`src/logic/fe_types_pkg.sv`:
```
// ---------------------------------------------------------------------------
// fetch front end types
// sequencer states and the two-bit opcode class taken from the top of
// each instruction word
// ---------------------------------------------------------------------------
`default_nettype none

package fe_types_pkg;

  typedef enum logic [1:0] {
    fetching    = 2'd0,  // pc advances every cycle
    holding     = 2'd1,  // back end busy, pc frozen
    redirecting = 2'd2   // first cycle after a redirect
  } seq_state_e;

  // encoding equals word[31:30]
  typedef enum logic [1:0] {
    alu    = 2'd0,
    load   = 2'd1,
    store  = 2'd2,
    branch = 2'd3
  } op_class_e;

endpackage

`default_nettype wire

```
`src/logic/fe_cfg_pkg.sv`:
```
// ---------------------------------------------------------------------------
// fetch front end sizing
// word, address and skid dimensions shared by the sequencer, the lane
// buffers and the issue latch
// ---------------------------------------------------------------------------
`default_nettype none

package fe_cfg_pkg;

  // one instruction word
  localparam int word_w = 32;

  // word address carried on imem_addr and redirect_pc
  localparam int addr_w = 16;

  // The back end stall reaches the fetch source this many cycles late.
  // After the stall rises the source still hands over this many bundles,
  // and after it falls the same number of empty slots follow before the
  // new stream arrives. The lane buffer holds exactly two capture
  // registers for this, so the value is tied to its shape.
  localparam int skid_depth = 2;

endpackage

`default_nettype wire
```
`src/logic/fe_lane_if.sv`:
```
// ---------------------------------------------------------------------------
// fetch lane interface
// one fetch slot from the sequencer through its replay buffer to the issue
// latch; the word payload carries its valid bit in the msb
// ---------------------------------------------------------------------------
`timescale 1ns/1ns
`default_nettype none

interface fe_lane_if
  import fe_cfg_pkg::*;
#(
  parameter int width = word_w + 1
) ();

  logic [width-1:0] write_data;  // {valid, word} from the sequencer
  logic             en;          // write_data holds a new word
  logic [width-1:0] read_data;   // {valid, word} toward issue
  logic             fstall;      // back end busy level
  logic             except;      // redirect flush

  modport source (output write_data, output en, input fstall);

  modport buffer (input write_data, input en, input fstall, input except,
                  output read_data);

  modport sink (input read_data, output fstall);

endinterface

`default_nettype wire

```
`src/logic/fetch_frontend.sv`:
```
// ---------------------------------------------------------------------------
// fetch front end top
// sequencer, one stall replay buffer per fetch slot and the issue latch.
// address out at t, memory data back at t+1, bundle issued at t+4 when
// the back end is free
// ---------------------------------------------------------------------------
`timescale 1ns/1ns
`default_nettype none

module fetch_frontend
  import fe_cfg_pkg::*;
  import fe_types_pkg::*;
#(
  parameter int lanes = 4
) (
  input  logic                    clk,
  input  logic                    rst,
  output logic [addr_w-1:0]       imem_addr,
  input  logic [lanes*word_w-1:0] imem_data,
  input  logic                    backend_busy,
  input  logic                    redirect,
  input  logic [addr_w-1:0]       redirect_pc,
  output logic                    issue_valid,
  output logic [lanes*word_w-1:0] issue_words,
  output op_class_e               issue_ops [lanes]
);

  localparam int width = word_w + 1;  // word plus valid

  fe_lane_if #(.width(width)) lane_bus [lanes] ();

  fetch_sequencer #(.lanes(lanes)) u_fetch_sequencer (
    .clk         (clk),
    .rst         (rst),
    .imem_addr   (imem_addr),
    .imem_data   (imem_data),
    .redirect    (redirect),
    .redirect_pc (redirect_pc),
    .lane        (lane_bus)
  );

  for (genvar i = 0; i < lanes; i++) begin : g_lane
    assign lane_bus[i].except = redirect;  // flush every slot

    stall_replay_buffer #(.width(width)) u_stall_replay_buffer (
      .clk  (clk),
      .rst  (rst),
      .lane (lane_bus[i])
    );
  end

  issue_latch #(.lanes(lanes)) u_issue_latch (
    .clk          (clk),
    .rst          (rst),
    .lane         (lane_bus),
    .backend_busy (backend_busy),
    .issue_valid  (issue_valid),
    .issue_words  (issue_words),
    .issue_ops    (issue_ops)
  );

endmodule

`default_nettype wire

```
`src/logic/issue_latch.sv`:
```
// ---------------------------------------------------------------------------
// issue latch
// takes the lane outputs as one issued bundle whenever the back end is
// free and holds it otherwise. each word gets its opcode class from its
// top two bits. also hands the busy level to every lane as its stall
// ---------------------------------------------------------------------------
`timescale 1ns/1ns
`default_nettype none

module issue_latch
  import fe_cfg_pkg::*;
  import fe_types_pkg::*;
#(
  parameter int lanes = 4
) (
  input  logic                    clk,
  input  logic                    rst,
  fe_lane_if.sink                 lane [lanes],
  input  logic                    backend_busy,
  output logic                    issue_valid,
  output logic [lanes*word_w-1:0] issue_words,
  output op_class_e               issue_ops [lanes]
);

  logic [word_w:0] lane_rd [lanes];  // {valid, word} per slot

  function automatic op_class_e classify(input logic [1:0] top);
    op_class_e cls;
    case (top)
      2'b00:   cls = alu;
      2'b01:   cls = load;
      2'b10:   cls = store;
      default: cls = branch;
    endcase
    return cls;
  endfunction

  for (genvar i = 0; i < lanes; i++) begin : g_lane
    assign lane[i].fstall = backend_busy;
    assign lane_rd[i]     = lane[i].read_data;
  end

  // lanes move in lockstep, so lane 0 speaks for the bundle
  always_ff @(posedge clk) begin
    if (rst) begin
      issue_valid <= 1'b0;
    end else if (!backend_busy) begin
      issue_valid <= lane_rd[0][word_w];
    end
  end

  always_ff @(posedge clk) begin
    if (!backend_busy) begin
      for (int i = 0; i < lanes; i++) begin
        issue_words[i*word_w +: word_w] <= lane_rd[i][word_w-1:0];
      end
    end
  end

  always_comb begin
    for (int i = 0; i < lanes; i++) begin
      issue_ops[i] = classify(issue_words[i*word_w + word_w - 2 +: 2]);
    end
  end

endmodule

`default_nettype wire

```
`src/logic/stall_replay_buffer.sv`:
```
// ---------------------------------------------------------------------------
// stall replay buffer
// one per fetch slot. the source keeps sending two bundles after the stall
// rises; two capture registers take them, tagged by one-hot trackers with
// the stall cycle they arrived on. after release both are replayed in
// order ahead of the normal registered path. the output holds while
// stalled, and a flush drops everything captured
// ---------------------------------------------------------------------------
`timescale 1ns/1ns
`default_nettype none

module stall_replay_buffer #(
  parameter int width = 33
) (
  input logic       clk,
  input logic       rst,
  fe_lane_if.buffer lane
);

  localparam logic [2:0] at_start = 3'b001;
  localparam logic [2:0] at_one   = 3'b010;
  localparam logic [2:0] at_two   = 3'b100;

  logic [2:0]       pos_first;   // tracks cap_first, older skid bundle
  logic [2:0]       pos_second;  // tracks cap_second, counts stall cycles
  logic [width-1:0] cap_first;
  logic [width-1:0] cap_second;
  logic [width-1:0] replay_q;
  logic [width-1:0] pass_q;      // normal registered input
  logic             use_replay;

  assign lane.read_data = use_replay ? replay_q : pass_q;

  always_ff @(posedge clk) begin
    if (rst || lane.except) begin
      pos_first         <= at_one;
      pos_second        <= at_start;
      use_replay        <= 1'b0;
      pass_q[width-1]   <= 1'b0;  // output valid drops
    end else if (lane.fstall) begin
      if (!pos_first[2])  pos_first  <= pos_first << 1;
      if (!pos_second[2]) pos_second <= pos_second << 1;
      if (pos_first[1])   cap_first  <= lane.write_data;  // first stall cycle
      if (pos_second[1])  cap_second <= lane.write_data;  // second stall cycle
    end else begin
      replay_q   <= cap_first;
      use_replay <= pos_first[2];
      pos_second <= at_start;
      if (pos_second[2]) begin
        cap_first <= cap_second;      // second skid bundle moves up
        pos_first <= at_two;
      end else if (pos_second[1]) begin
        cap_first <= lane.write_data;  // one-cycle stall, last skid arrives now
        pos_first <= at_two;
      end else begin
        pos_first <= at_one;
      end
      if (lane.en) begin
        pass_q <= lane.write_data;
      end else begin
        pass_q[width-1] <= 1'b0;  // empty slot
      end
    end
  end

endmodule

`default_nettype wire

```
`src/logic/fetch_sequencer.sv`:
```
// ---------------------------------------------------------------------------
// fetch sequencer
// keeps the program counter, requests one bundle per cycle from the
// instruction memory and spreads the returned words over the lanes.
// the valid of a request trails the stall level by skid_depth cycles, so
// the lanes see the stall late. a redirect reloads the pc and drops every
// return still in flight
// ---------------------------------------------------------------------------
`timescale 1ns/1ns
`default_nettype none

module fetch_sequencer
  import fe_cfg_pkg::*;
  import fe_types_pkg::*;
#(
  parameter int lanes = 4
) (
  input  logic                    clk,
  input  logic                    rst,
  output logic [addr_w-1:0]       imem_addr,
  input  logic [lanes*word_w-1:0] imem_data,
  input  logic                    redirect,
  input  logic [addr_w-1:0]       redirect_pc,
  fe_lane_if.source               lane [lanes]
);

  seq_state_e              state;
  logic [addr_w-1:0]       pc;
  logic                    stall;
  logic                    take;
  logic                    flush;
  logic [skid_depth-1:0]   vld_pipe;  // [0] request in memory, [1] word on lanes
  logic [lanes*word_w-1:0] ret_q;

  assign stall     = lane[0].fstall;  // every lane carries the same level
  assign take      = !stall;          // address of this cycle is accepted
  assign imem_addr = pc;

  // the return of the redirect cycle's own request is still one stage back,
  // so it gets dropped while in the redirecting state
  assign flush = redirect || (state == redirecting);

  always_ff @(posedge clk) begin
    if (rst) begin
      state <= fetching;
    end else if (redirect) begin
      state <= redirecting;
    end else if (stall) begin
      state <= holding;
    end else begin
      state <= fetching;
    end
  end

  always_ff @(posedge clk) begin
    if (rst) begin
      pc <= '0;
    end else if (redirect) begin
      pc <= redirect_pc;
    end else if (take) begin
      pc <= pc + addr_w'(lanes);  // next bundle
    end
  end

  // two skid bundles fall out of this pipe after the stall rises
  always_ff @(posedge clk) begin
    if (rst) begin
      vld_pipe <= '0;
    end else begin
      vld_pipe <= {vld_pipe[0] && !flush, take};
    end
  end

  always_ff @(posedge clk) begin
    ret_q <= imem_data;  // word k of the bundle sits at pc + k
  end

  for (genvar i = 0; i < lanes; i++) begin : g_lane
    assign lane[i].write_data = {vld_pipe[skid_depth-1], ret_q[i*word_w +: word_w]};
    assign lane[i].en         = vld_pipe[skid_depth-1];
  end

endmodule

`default_nettype wire

```
`config.mk`:
```
export PLATFORM = sky130hd
export DESIGN_NAME = fetch_frontend
export DESIGN_NICKNAME = d
export VERILOG_FILES = /design/src/logic/fe_types_pkg.sv /design/src/logic/fe_cfg_pkg.sv /design/src/logic/fe_lane_if.sv /design/src/logic/fetch_frontend.sv /design/src/logic/issue_latch.sv /design/src/logic/stall_replay_buffer.sv /design/src/logic/fetch_sequencer.sv
export SDC_FILE = /design/constraint.sdc
export NUM_CORES = 1
export LEC_CHECK = 0
export BUFFER_PORTS_ARGS = -buffer_cell sky130_fd_sc_hd__buf_2
export CELL_PAD_IN_SITES_DETAIL_PLACEMENT = 1
export CELL_PAD_IN_SITES_GLOBAL_PLACEMENT = 1
export CORE_MARGIN = 10
export CORE_UTILIZATION = 37
export DETAILED_ROUTE_END_ITERATION = 7
export PLACE_DENSITY_LB_ADDON = 0.1
export SLEW_MARGIN = 20
export SYNTH_ARGS = -nofsm -noshare
export SYNTH_HDL_FRONTEND = slang
export SYNTH_SLANG_ARGS = --single-unit
```
`constraint.sdc`:
```
create_clock -name clk -period 10.5 [get_ports clk]
set_input_delay 2.1 -clock clk [delete_from_list [all_inputs] [get_ports clk]]
set_output_delay 2.1 -clock clk [all_outputs]
set_load 0.005 [all_outputs]
```
==> run_results.csv, run 1 <==
group,metric,value,unit
run_status,status,"finished, final reports clean",
logic_synthesis,synthSimpleGateAreaFrac,1.537,%
power_and_ir_drop,finalPower,0.006767,W
place,dp_slack,4625,ps
setup_path,critPathKind,"in2reg",
run,cap_viol_max_count,0,
timing,grt_setup_unrepaired,"false",
die,row_count,98,
route,wl,56.99,mm
route,drtIter0Drc,721,
logic_synthesis,synth_top_area_share,71.65,%
setup_path,end_kind,"register",
clock_network,cts_hold_buf,0,
route,final_antenna_net_count,0,
timing,fin_skew,14.95,ps
logic_synthesis,synth_cells,1289,
timing,tightest_slew,1047,ps
logic_synthesis,synth_area_per_cell,20.91,um2
clock_network,clk_pin_slew,60,ps
die,io_pins,301,
setup_path,worst_ep_arrival_time,5030,ps
logic_synthesis,yosysWarnings,0,
layout,nFillCells,6804,
route,dr.pass1.iters,4,
timing,timing.final.ws_setup,5720,ps
die,fp.coreArea,71850,um2
timing,hold_slack,405.8,ps
clock_network,cts_root_buf,"clkbuf_16",
timing,hold_viol_final,0,
power_and_ir_drop,peakVddDrop,0.1580,mV
power_and_ir_drop,power.density,208.3,nW/um2
clock_network,cts_made_buffers,86,
logic_synthesis,synth_area_leaders,"edfxtp_1, dfxtp_1, mux2_2, mux2i_1, nor2_1",
logic_synthesis,synth_xor_area_share,0.3900,%
layout,finalNonFillerCells,2667,
timing,finalSetupTns,0,ps
clock_network,clk_latency,630,ps
logic_synthesis,synth-seq-area-share,84.57,%
setup_path,required,10750,ps
timing,fin_crit,4781,ps
clock_network,cts_tree,"done",
route,drt-vias-per-instance,4.574,
global_route,grt.overflow.total,0,
clock_network,htree_levels,3,
logic_synthesis,yosysUniqueCellTypes,36,
die,start_util,37.51,%
timing,finalMaxSlewViolations,0,
setup_path,cp_max_fo,74,
logic_synthesis,synth_top_family_by_area,"multiplexers",
logic_synthesis,syn-num-nets,1438,
setup_path,startpoint_type,"input pin",
clock_network,cts_buffer_depth,3,
logic_synthesis,synthesis.area,26950,um2
timing,min_period_over_period,45.53,%
place,place_congestion,0.6981,
logic_synthesis,synth_seq_cells,817,
timing,max_clock_freq,209.2,MHz
route,drc_errors,0,
die,die_area,84030,um2
timing,finalSetupViolations,0,
layout,area_growth,20.57,%
clock_network,cts_num_sinks,817,
place,port_buffers,300,
logic_synthesis,synthMuxAreaShare,11.30,%
worst_hold_path,min_path_type,"reg2reg",
layout,seq_area,22800,um2
global_route,grt_max_degree,75,
logic_synthesis,synth_compound_area_share,0.9703,%
layout,drive_gt1_share,42.07,%
global_route,grt_pass1_vias,13529,
global_route,antenna_found_initial,2,
global_route,grt_pass1_wl,86.14,mm
layout,multi_input_area,3930,um2
power_and_ir_drop,p_leak,11.45,nW
logic_synthesis,yosys.area_share.adder,0.04643,%
global_route,grtUsageTotal,13.35,%
timing,relSlewSlack,30.03,%
place,dpl.cell_count,2503,
layout,layout.nets,1791,
logic_synthesis,yosysTopAreaCell,"edfxtp_1",
clock_network,post_cts_buffers,0,
place,dp_hpwl,34.83,mm
route,vias,12199,
die,die_h,289.9,um
clock_network,ctsResizeCount,0,
route,wl_per_cell,21.37,um
die,die_w,289.9,um
-- metal layers --
metal / global-route usage, % / up-vias / wire length, um / share of wire [%]
met2: 23.49 / 265 / 29410 / 52
li1: - / 5634 / - / -
met3: 3.044 / 84 / 3039 / 5.3
met5: 0 / - / 0 / 0
met1: 16.13 / 6216 / 23320 / 41
met4: 3.821 / 0 / 1223 / 2.1
-- cells in the mapped netlist --
cell / number
o2bb2ai_1: 1
clkbuf_1: 17
nand2_2: 1
nand3_4: 1
mux2_2: 250
nand4_4: 1
nor4_2: 5
nor3_1: 2
a31oi_1: 4
dfxtp_1: 174
nand2b_1: 1
inv_1: 20
and3_1: 5
nand3_1: 2
nand2_1: 14
a21o_1: 5
buf_1: 1
a21oi_1: 17
buf_2: 24
nor2_1: 34
xnor2_1: 3
or2_2: 1
nor2b_1: 5
ha_1: 1
o21ai_0: 2
nand3b_1: 1
or3_1: 1
a31o_2: 4
edfxtp_1: 643
clkbuf_2: 1
o21a_1: 8
mux2_1: 7
buf_4: 7
mux2i_1: 15
nand4b_1: 2
xor2_1: 9
-- worst max-delay path, stage by stage --
cell    delay, ps
buf_2         110
buf_4         320
inv_6         670
and3_4       1020
buf_6         720
-- final timing paths --
| kind | startpoint | end | slack (ps) | cells after the start |
|---|---|---|---|---|
| setup reg to reg | u_fetch_sequencer.vld_pipe[1] | g_lane[2].u_stall_replay_buffer.pass_q[29] | 8100 | 2 |
| hold reg to reg | g_lane[2].u_stall_replay_buffer.cap_first[2] | g_lane[2].u_stall_replay_buffer.replay_q[2] | 410 | 0 |
| setup / recovery | backend_busy | g_lane[2].u_stall_replay_buffer.pass_q[29] | 5720 | 5 |
| hold / removal | g_lane[2].u_stall_replay_buffer.cap_first[2] | g_lane[2].u_stall_replay_buffer.replay_q[2] | 410 | 0 |
-- area by class of cell --
type / instances / area share [%]
Clock inverter: 33 / 1.074
Tap cell: 950 / 3.658
Timing Repair Buffer: 315 / 5.202
Sequential cell: 817 / 70.16
Antenna cell: 1 / 0.007701
Multi-Input combinational cell: 402 / 12.10
Inverter: 20 / 0.2464
Clock buffer: 129 / 7.555
-- layout by cell type (no fill, tap or decap), types with 4 or more instances in the layout --
cell       instances
inv_6              4
a21o_1             5
nor2_1            33
clkbuf_8          12
a31oi_1            4
dfxtp_1          170
mux2_1             7
buf_4             10
a31o_2             4
clkinv_1           7
mux2_2           250
mux2i_1           15
dfxtp_2            4
a21oi_4            4
nand2_1           14
clkbuf_16         87
o21a_1             8
xor2_1             9
nor4_2             5
nor2b_4            4
and3_2             4
clkbuf_1          30
edfxtp_1         643
clkinv_2          12
inv_1             19
buf_2            300
bufinv_16          5
a21oi_1           13
-- per-stage QoR --
stage	util [%]	area, um2
2_1_floorplan	-	26950
6_report	45.22	32490
4_1_cts	45.17	32460
3_3_place_gp	41.17	29580
5_1_grt	45.22	32490
3_5_place_dp	41.27	29650
-- logic make-up (layout without fill, tap and decap cells) --
kind of cell,Yosys count,count (layout)
fa+ha+maj,1,1
compound gates,41,41
flops,817,817
buf+inv,70,497
xor+xnor,12,12
simple gates,76,76
mux,272,272
other cells,0,1
-- registers in the layout, indices dropped and copies added, names as in the netlist --
| signal | flops |
|---|---|
| g_lane.u_stall_replay_buffer.cap_first | 129 |
| g_lane.u_stall_replay_buffer.cap_second | 129 |
| g_lane.u_stall_replay_buffer.pass_q | 129 |
| g_lane.u_stall_replay_buffer.replay_q | 129 |
| u_fetch_sequencer.ret_q | 128 |
| u_issue_latch.issue_words | 128 |
| u_fetch_sequencer.imem_addr | 16 |
| g_lane.u_stall_replay_buffer.pos_second | 12 |
| g_lane.u_stall_replay_buffer.pos_first | 8 |
| g_lane.u_stall_replay_buffer.use_replay | 4 |
| u_fetch_sequencer.state | 2 |
| u_fetch_sequencer.vld_pipe | 2 |
| u_issue_latch.issue_valid | 1 |
-- report_power, final --
group | internal (W) | leakage [nW] | switching, W
registers | 0.00358 | 7.40 | 0.0000499
clock network | 0.00175 | 1.37 | 0.00123
logic | 0.0000713 | 2.68 | 0.0000884
total | 0.00540 | 11.5 | 0.00137
Note: power is estimated with default switching activity, not from simulation.
==> inputs of run 2 (changes only) <==
ABC_AREA = 1   (was default)
clock period = 3.9 ns   (was 10.5 ns; I/O delays follow)
==> run_results.csv, run 2 <==
group,metric,value,unit
die,fp.coreArea,72710,um2
logic_synthesis,synth-seq-area-share,84.17,%
logic_synthesis,synth_area_per_cell,16.85,um2
logic_synthesis,synth_cells,1607,
place,place_area,29820,um2
power_and_ir_drop,p_leak,12.28,nW
global_route,grtUsageTotal,14.00,%
setup_path,required,4150,ps
setup_path,rrSetupSlack,2090,ps
layout,multi_input_area,3934,um2
clock_network,cts_tree,"done",
setup_path,startpoint_type,"input pin",
place,place_congestion,0.7391,
logic_synthesis,synth_area_leaders,"edfxtp_1, dfxtp_1, nand2_1, mux2_2, mux2_4",
die,die_w,290.5,um
setup_path,r2r_start,"g_lane[3].u_stall_replay_buffer.use_replay",
layout,layout.nets,2117,
logic_synthesis,synthArstFlopShare,0,%
logic_synthesis,synth_edf_count,643,
power_and_ir_drop,p_sw,0.003745,W
timing,max_clock_freq,413.0,MHz
global_route,grt_pass1_wl,91.27,mm
place,dp_slack,766.7,ps
clock_network,htree_levels,3,
route,dr.pass1.iters,4,
place,dp_hpwl,36.64,mm
power_and_ir_drop,p_clk_share,43.9,%
power_and_ir_drop,switching_share,20.60,%
route,drtIter0Drc,674,
place,port_buffers,300,
worst_hold_path,min_path_type,"in2reg",
logic_synthesis,yosysTopAreaCell,"edfxtp_1",
logic_synthesis,yosysUniqueCellTypes,31,
route,wl,60.33,mm
timing,hold_viol_final,0,
run_status,status,"finished, final reports clean",
clock_network,post_cts_buffers,0,
layout,design_area,32600,um2
power_and_ir_drop,p_int,0.01443,W
worst_hold_path,min_to,"u_fetch_sequencer.ret_q[12]",
setup_path,worstReg2RegEnd,"u_issue_latch.issue_words[127]",
layout,nFillCells,7137,
logic_synthesis,synth_seq_cells,817,
logic_synthesis,yosysWarnings,0,
timing,fin_crit,2421,ps
logic_synthesis,synth_top_area_share,71.31,%
timing,timing.final.ws_setup,1479,ps
clock_network,clk_pin_slew,60,ps
power_and_ir_drop,peakVddDrop,0.3353,mV
logic_synthesis,yosysMostFrequentCell,"edfxtp_1",
timing,finalSetupTns,0,ps
logic_synthesis,synthesis.area,27080,um2
clock_network,cts_num_sinks,817,
route,wl_per_cell,20.10,um
die,io_pins,301,
die,row_count,99,
route,drt-vias-per-instance,4.573,
worst_hold_path,whs_path_depth,1,
route,vias,13723,
timing,finalSetupViolations,0,
route,drc_errors,0,
die,die_area,84400,um2
route,final_antenna_net_count,0,
logic_synthesis,syn-num-nets,1756,
global_route,grt_max_degree,130,
power_and_ir_drop,p_seq_share,53.7,%
clock_network,ctsResizeCount,0,
layout,mostFrequentLayoutCells,"edfxtp_1, nand2_1, buf_2, dfxtp_1, mux2_2",
setup_path,end_kind,"register",
clock_network,cts_made_buffers,87,
layout,seq_area,22790,um2
setup_path,critPathKind,"in2reg",
timing,fin_skew,19.44,ps
run,cap_viol_max_count,0,
timing,grt_setup_unrepaired,"false",
global_route,grt.overflow.total,0,
power_and_ir_drop,power.density,557.5,nW/um2
timing,min_period_over_period,62.09,%
setup_path,r2r_cells,5,
layout,drive_gt1_share,29.05,%
setup_path,cp_max_fo,33,
timing,finalMaxSlewViolations,0,
timing,relSlewSlack,43.46,%
clock_network,cts_root_buf,"clkbuf_16",
clock_network,cts_buffer_depth,3,
clock_network,cts_hold_buf,0,
setup_path,worst_ep_arrival_time,2670,ps
timing,tightest_slew,848.1,ps
global_route,grt_pass1_vias,14928,
power_and_ir_drop,pwr-share-comb,2.5,%
layout,final_common_cell,"edfxtp_1",
logic_synthesis,ys_top_cells_by_count,"edfxtp_1, nand2_1, dfxtp_1",
logic_synthesis,yosys_most_used_dff,"edfxtp_1",
worst_hold_path,holdCritStartpoint,"imem_data[12]",
clock_network,clk_latency,620,ps
die,die_h,290.5,um
die,start_util,37.24,%
layout,area_growth,20.40,%
global_route,antenna_found_initial,8,
-- run 2: cell type report --
cell class                 instances  share of cell area [%]
sequential                       817                   69.91
multi-input combinational        691                   12.07
clock buffer                     122                   7.522
timing repair buffer             326                   5.281
tap                              959                   3.680
clock inverter                    40                   1.005
inverter                          45                  0.5334
antenna                            1                0.007675
-- run 2: worst max-delay path by stage --
stage	startpoint	endpoint	slack, ps	cells after the start
final	backend_busy	g_lane[0].u_stall_replay_buffer.cap_second[28]	1480	6
after global routing	backend_busy	g_lane[3].u_stall_replay_buffer.cap_second[27]	1320	6
after CTS	backend_busy	g_lane[2].u_stall_replay_buffer.cap_second[31]	1450	6
after detailed placement	backend_busy	g_lane[2].u_stall_replay_buffer.cap_second[12]	770	6
after global placement	backend_busy	g_lane[0].u_stall_replay_buffer.cap_second[17]	840	6
after floorplan	rst	g_lane[0].u_stall_replay_buffer.pass_q[0]	-2110	6
-- run 2: metal layers --
layer | routed length, um | GRT usage (%) | vias up
met4 | 1331 | 4.540 | 4
li1 | - | - | 6440
met2 | 31000 | 24.77 | 280
met3 | 3018 | 3.176 | 100
met1 | 24950 | 16.63 | 6899
met5 | 31 | 0 | -
-- run 2: cells by family (layout without fill, tap and decap cells) --
logic type | count (synthesis) | after routing | share of synthesized area [%]
XOR/XNOR | 3 | 3 | 0.09705
adder cells (fa/ha/maj) | 1 | 1 | 0.04620
other | 0 | 1 | 0
AND/OR/NAND/NOR | 505 | 505 | 7.199
buffers and inverters | 99 | 533 | 1.631
AO/OA/AOI/OAI | 50 | 50 | 1.109
multiplexers | 132 | 132 | 5.748
flip-flops | 817 | 817 | 84.17
-- run 2: critical path, cell delays in order --
cell and delay, ps:
buf_2 410, nand2_2 250, nor2_4 220, inv_1 360, nor2_4 170, buf_4 420
-- run 2: per-stage QoR --
step	cells	total power [W]	hold WS [ps]	util, %
floorplan	1607	0.01010	400.3	-
global placement	2838	0.01039	400.7	41.01
detailed placement	2838	0.01041	405.2	41.01
CTS	3000	0.01849	202.7	44.84
global route	3000	0.01889	213.4	44.84
finish	3001	0.01818	256.8	44.84
-- run 2: power groups by stage --
stage / Combinational, W / Sequential [W] / Clock [W]
6_report: 0.000445 / 0.00975 / 0.00798
5_1_grt: 0.000498 / 0.00978 / 0.00861
4_1_cts: 0.000464 / 0.00976 / 0.00826
3_5_place_dp: 0.000463 / 0.00994 / 0
3_3_place_gp: 0.000452 / 0.00994 / 0
2_1_floorplan: 0.000208 / 0.00989 / 0
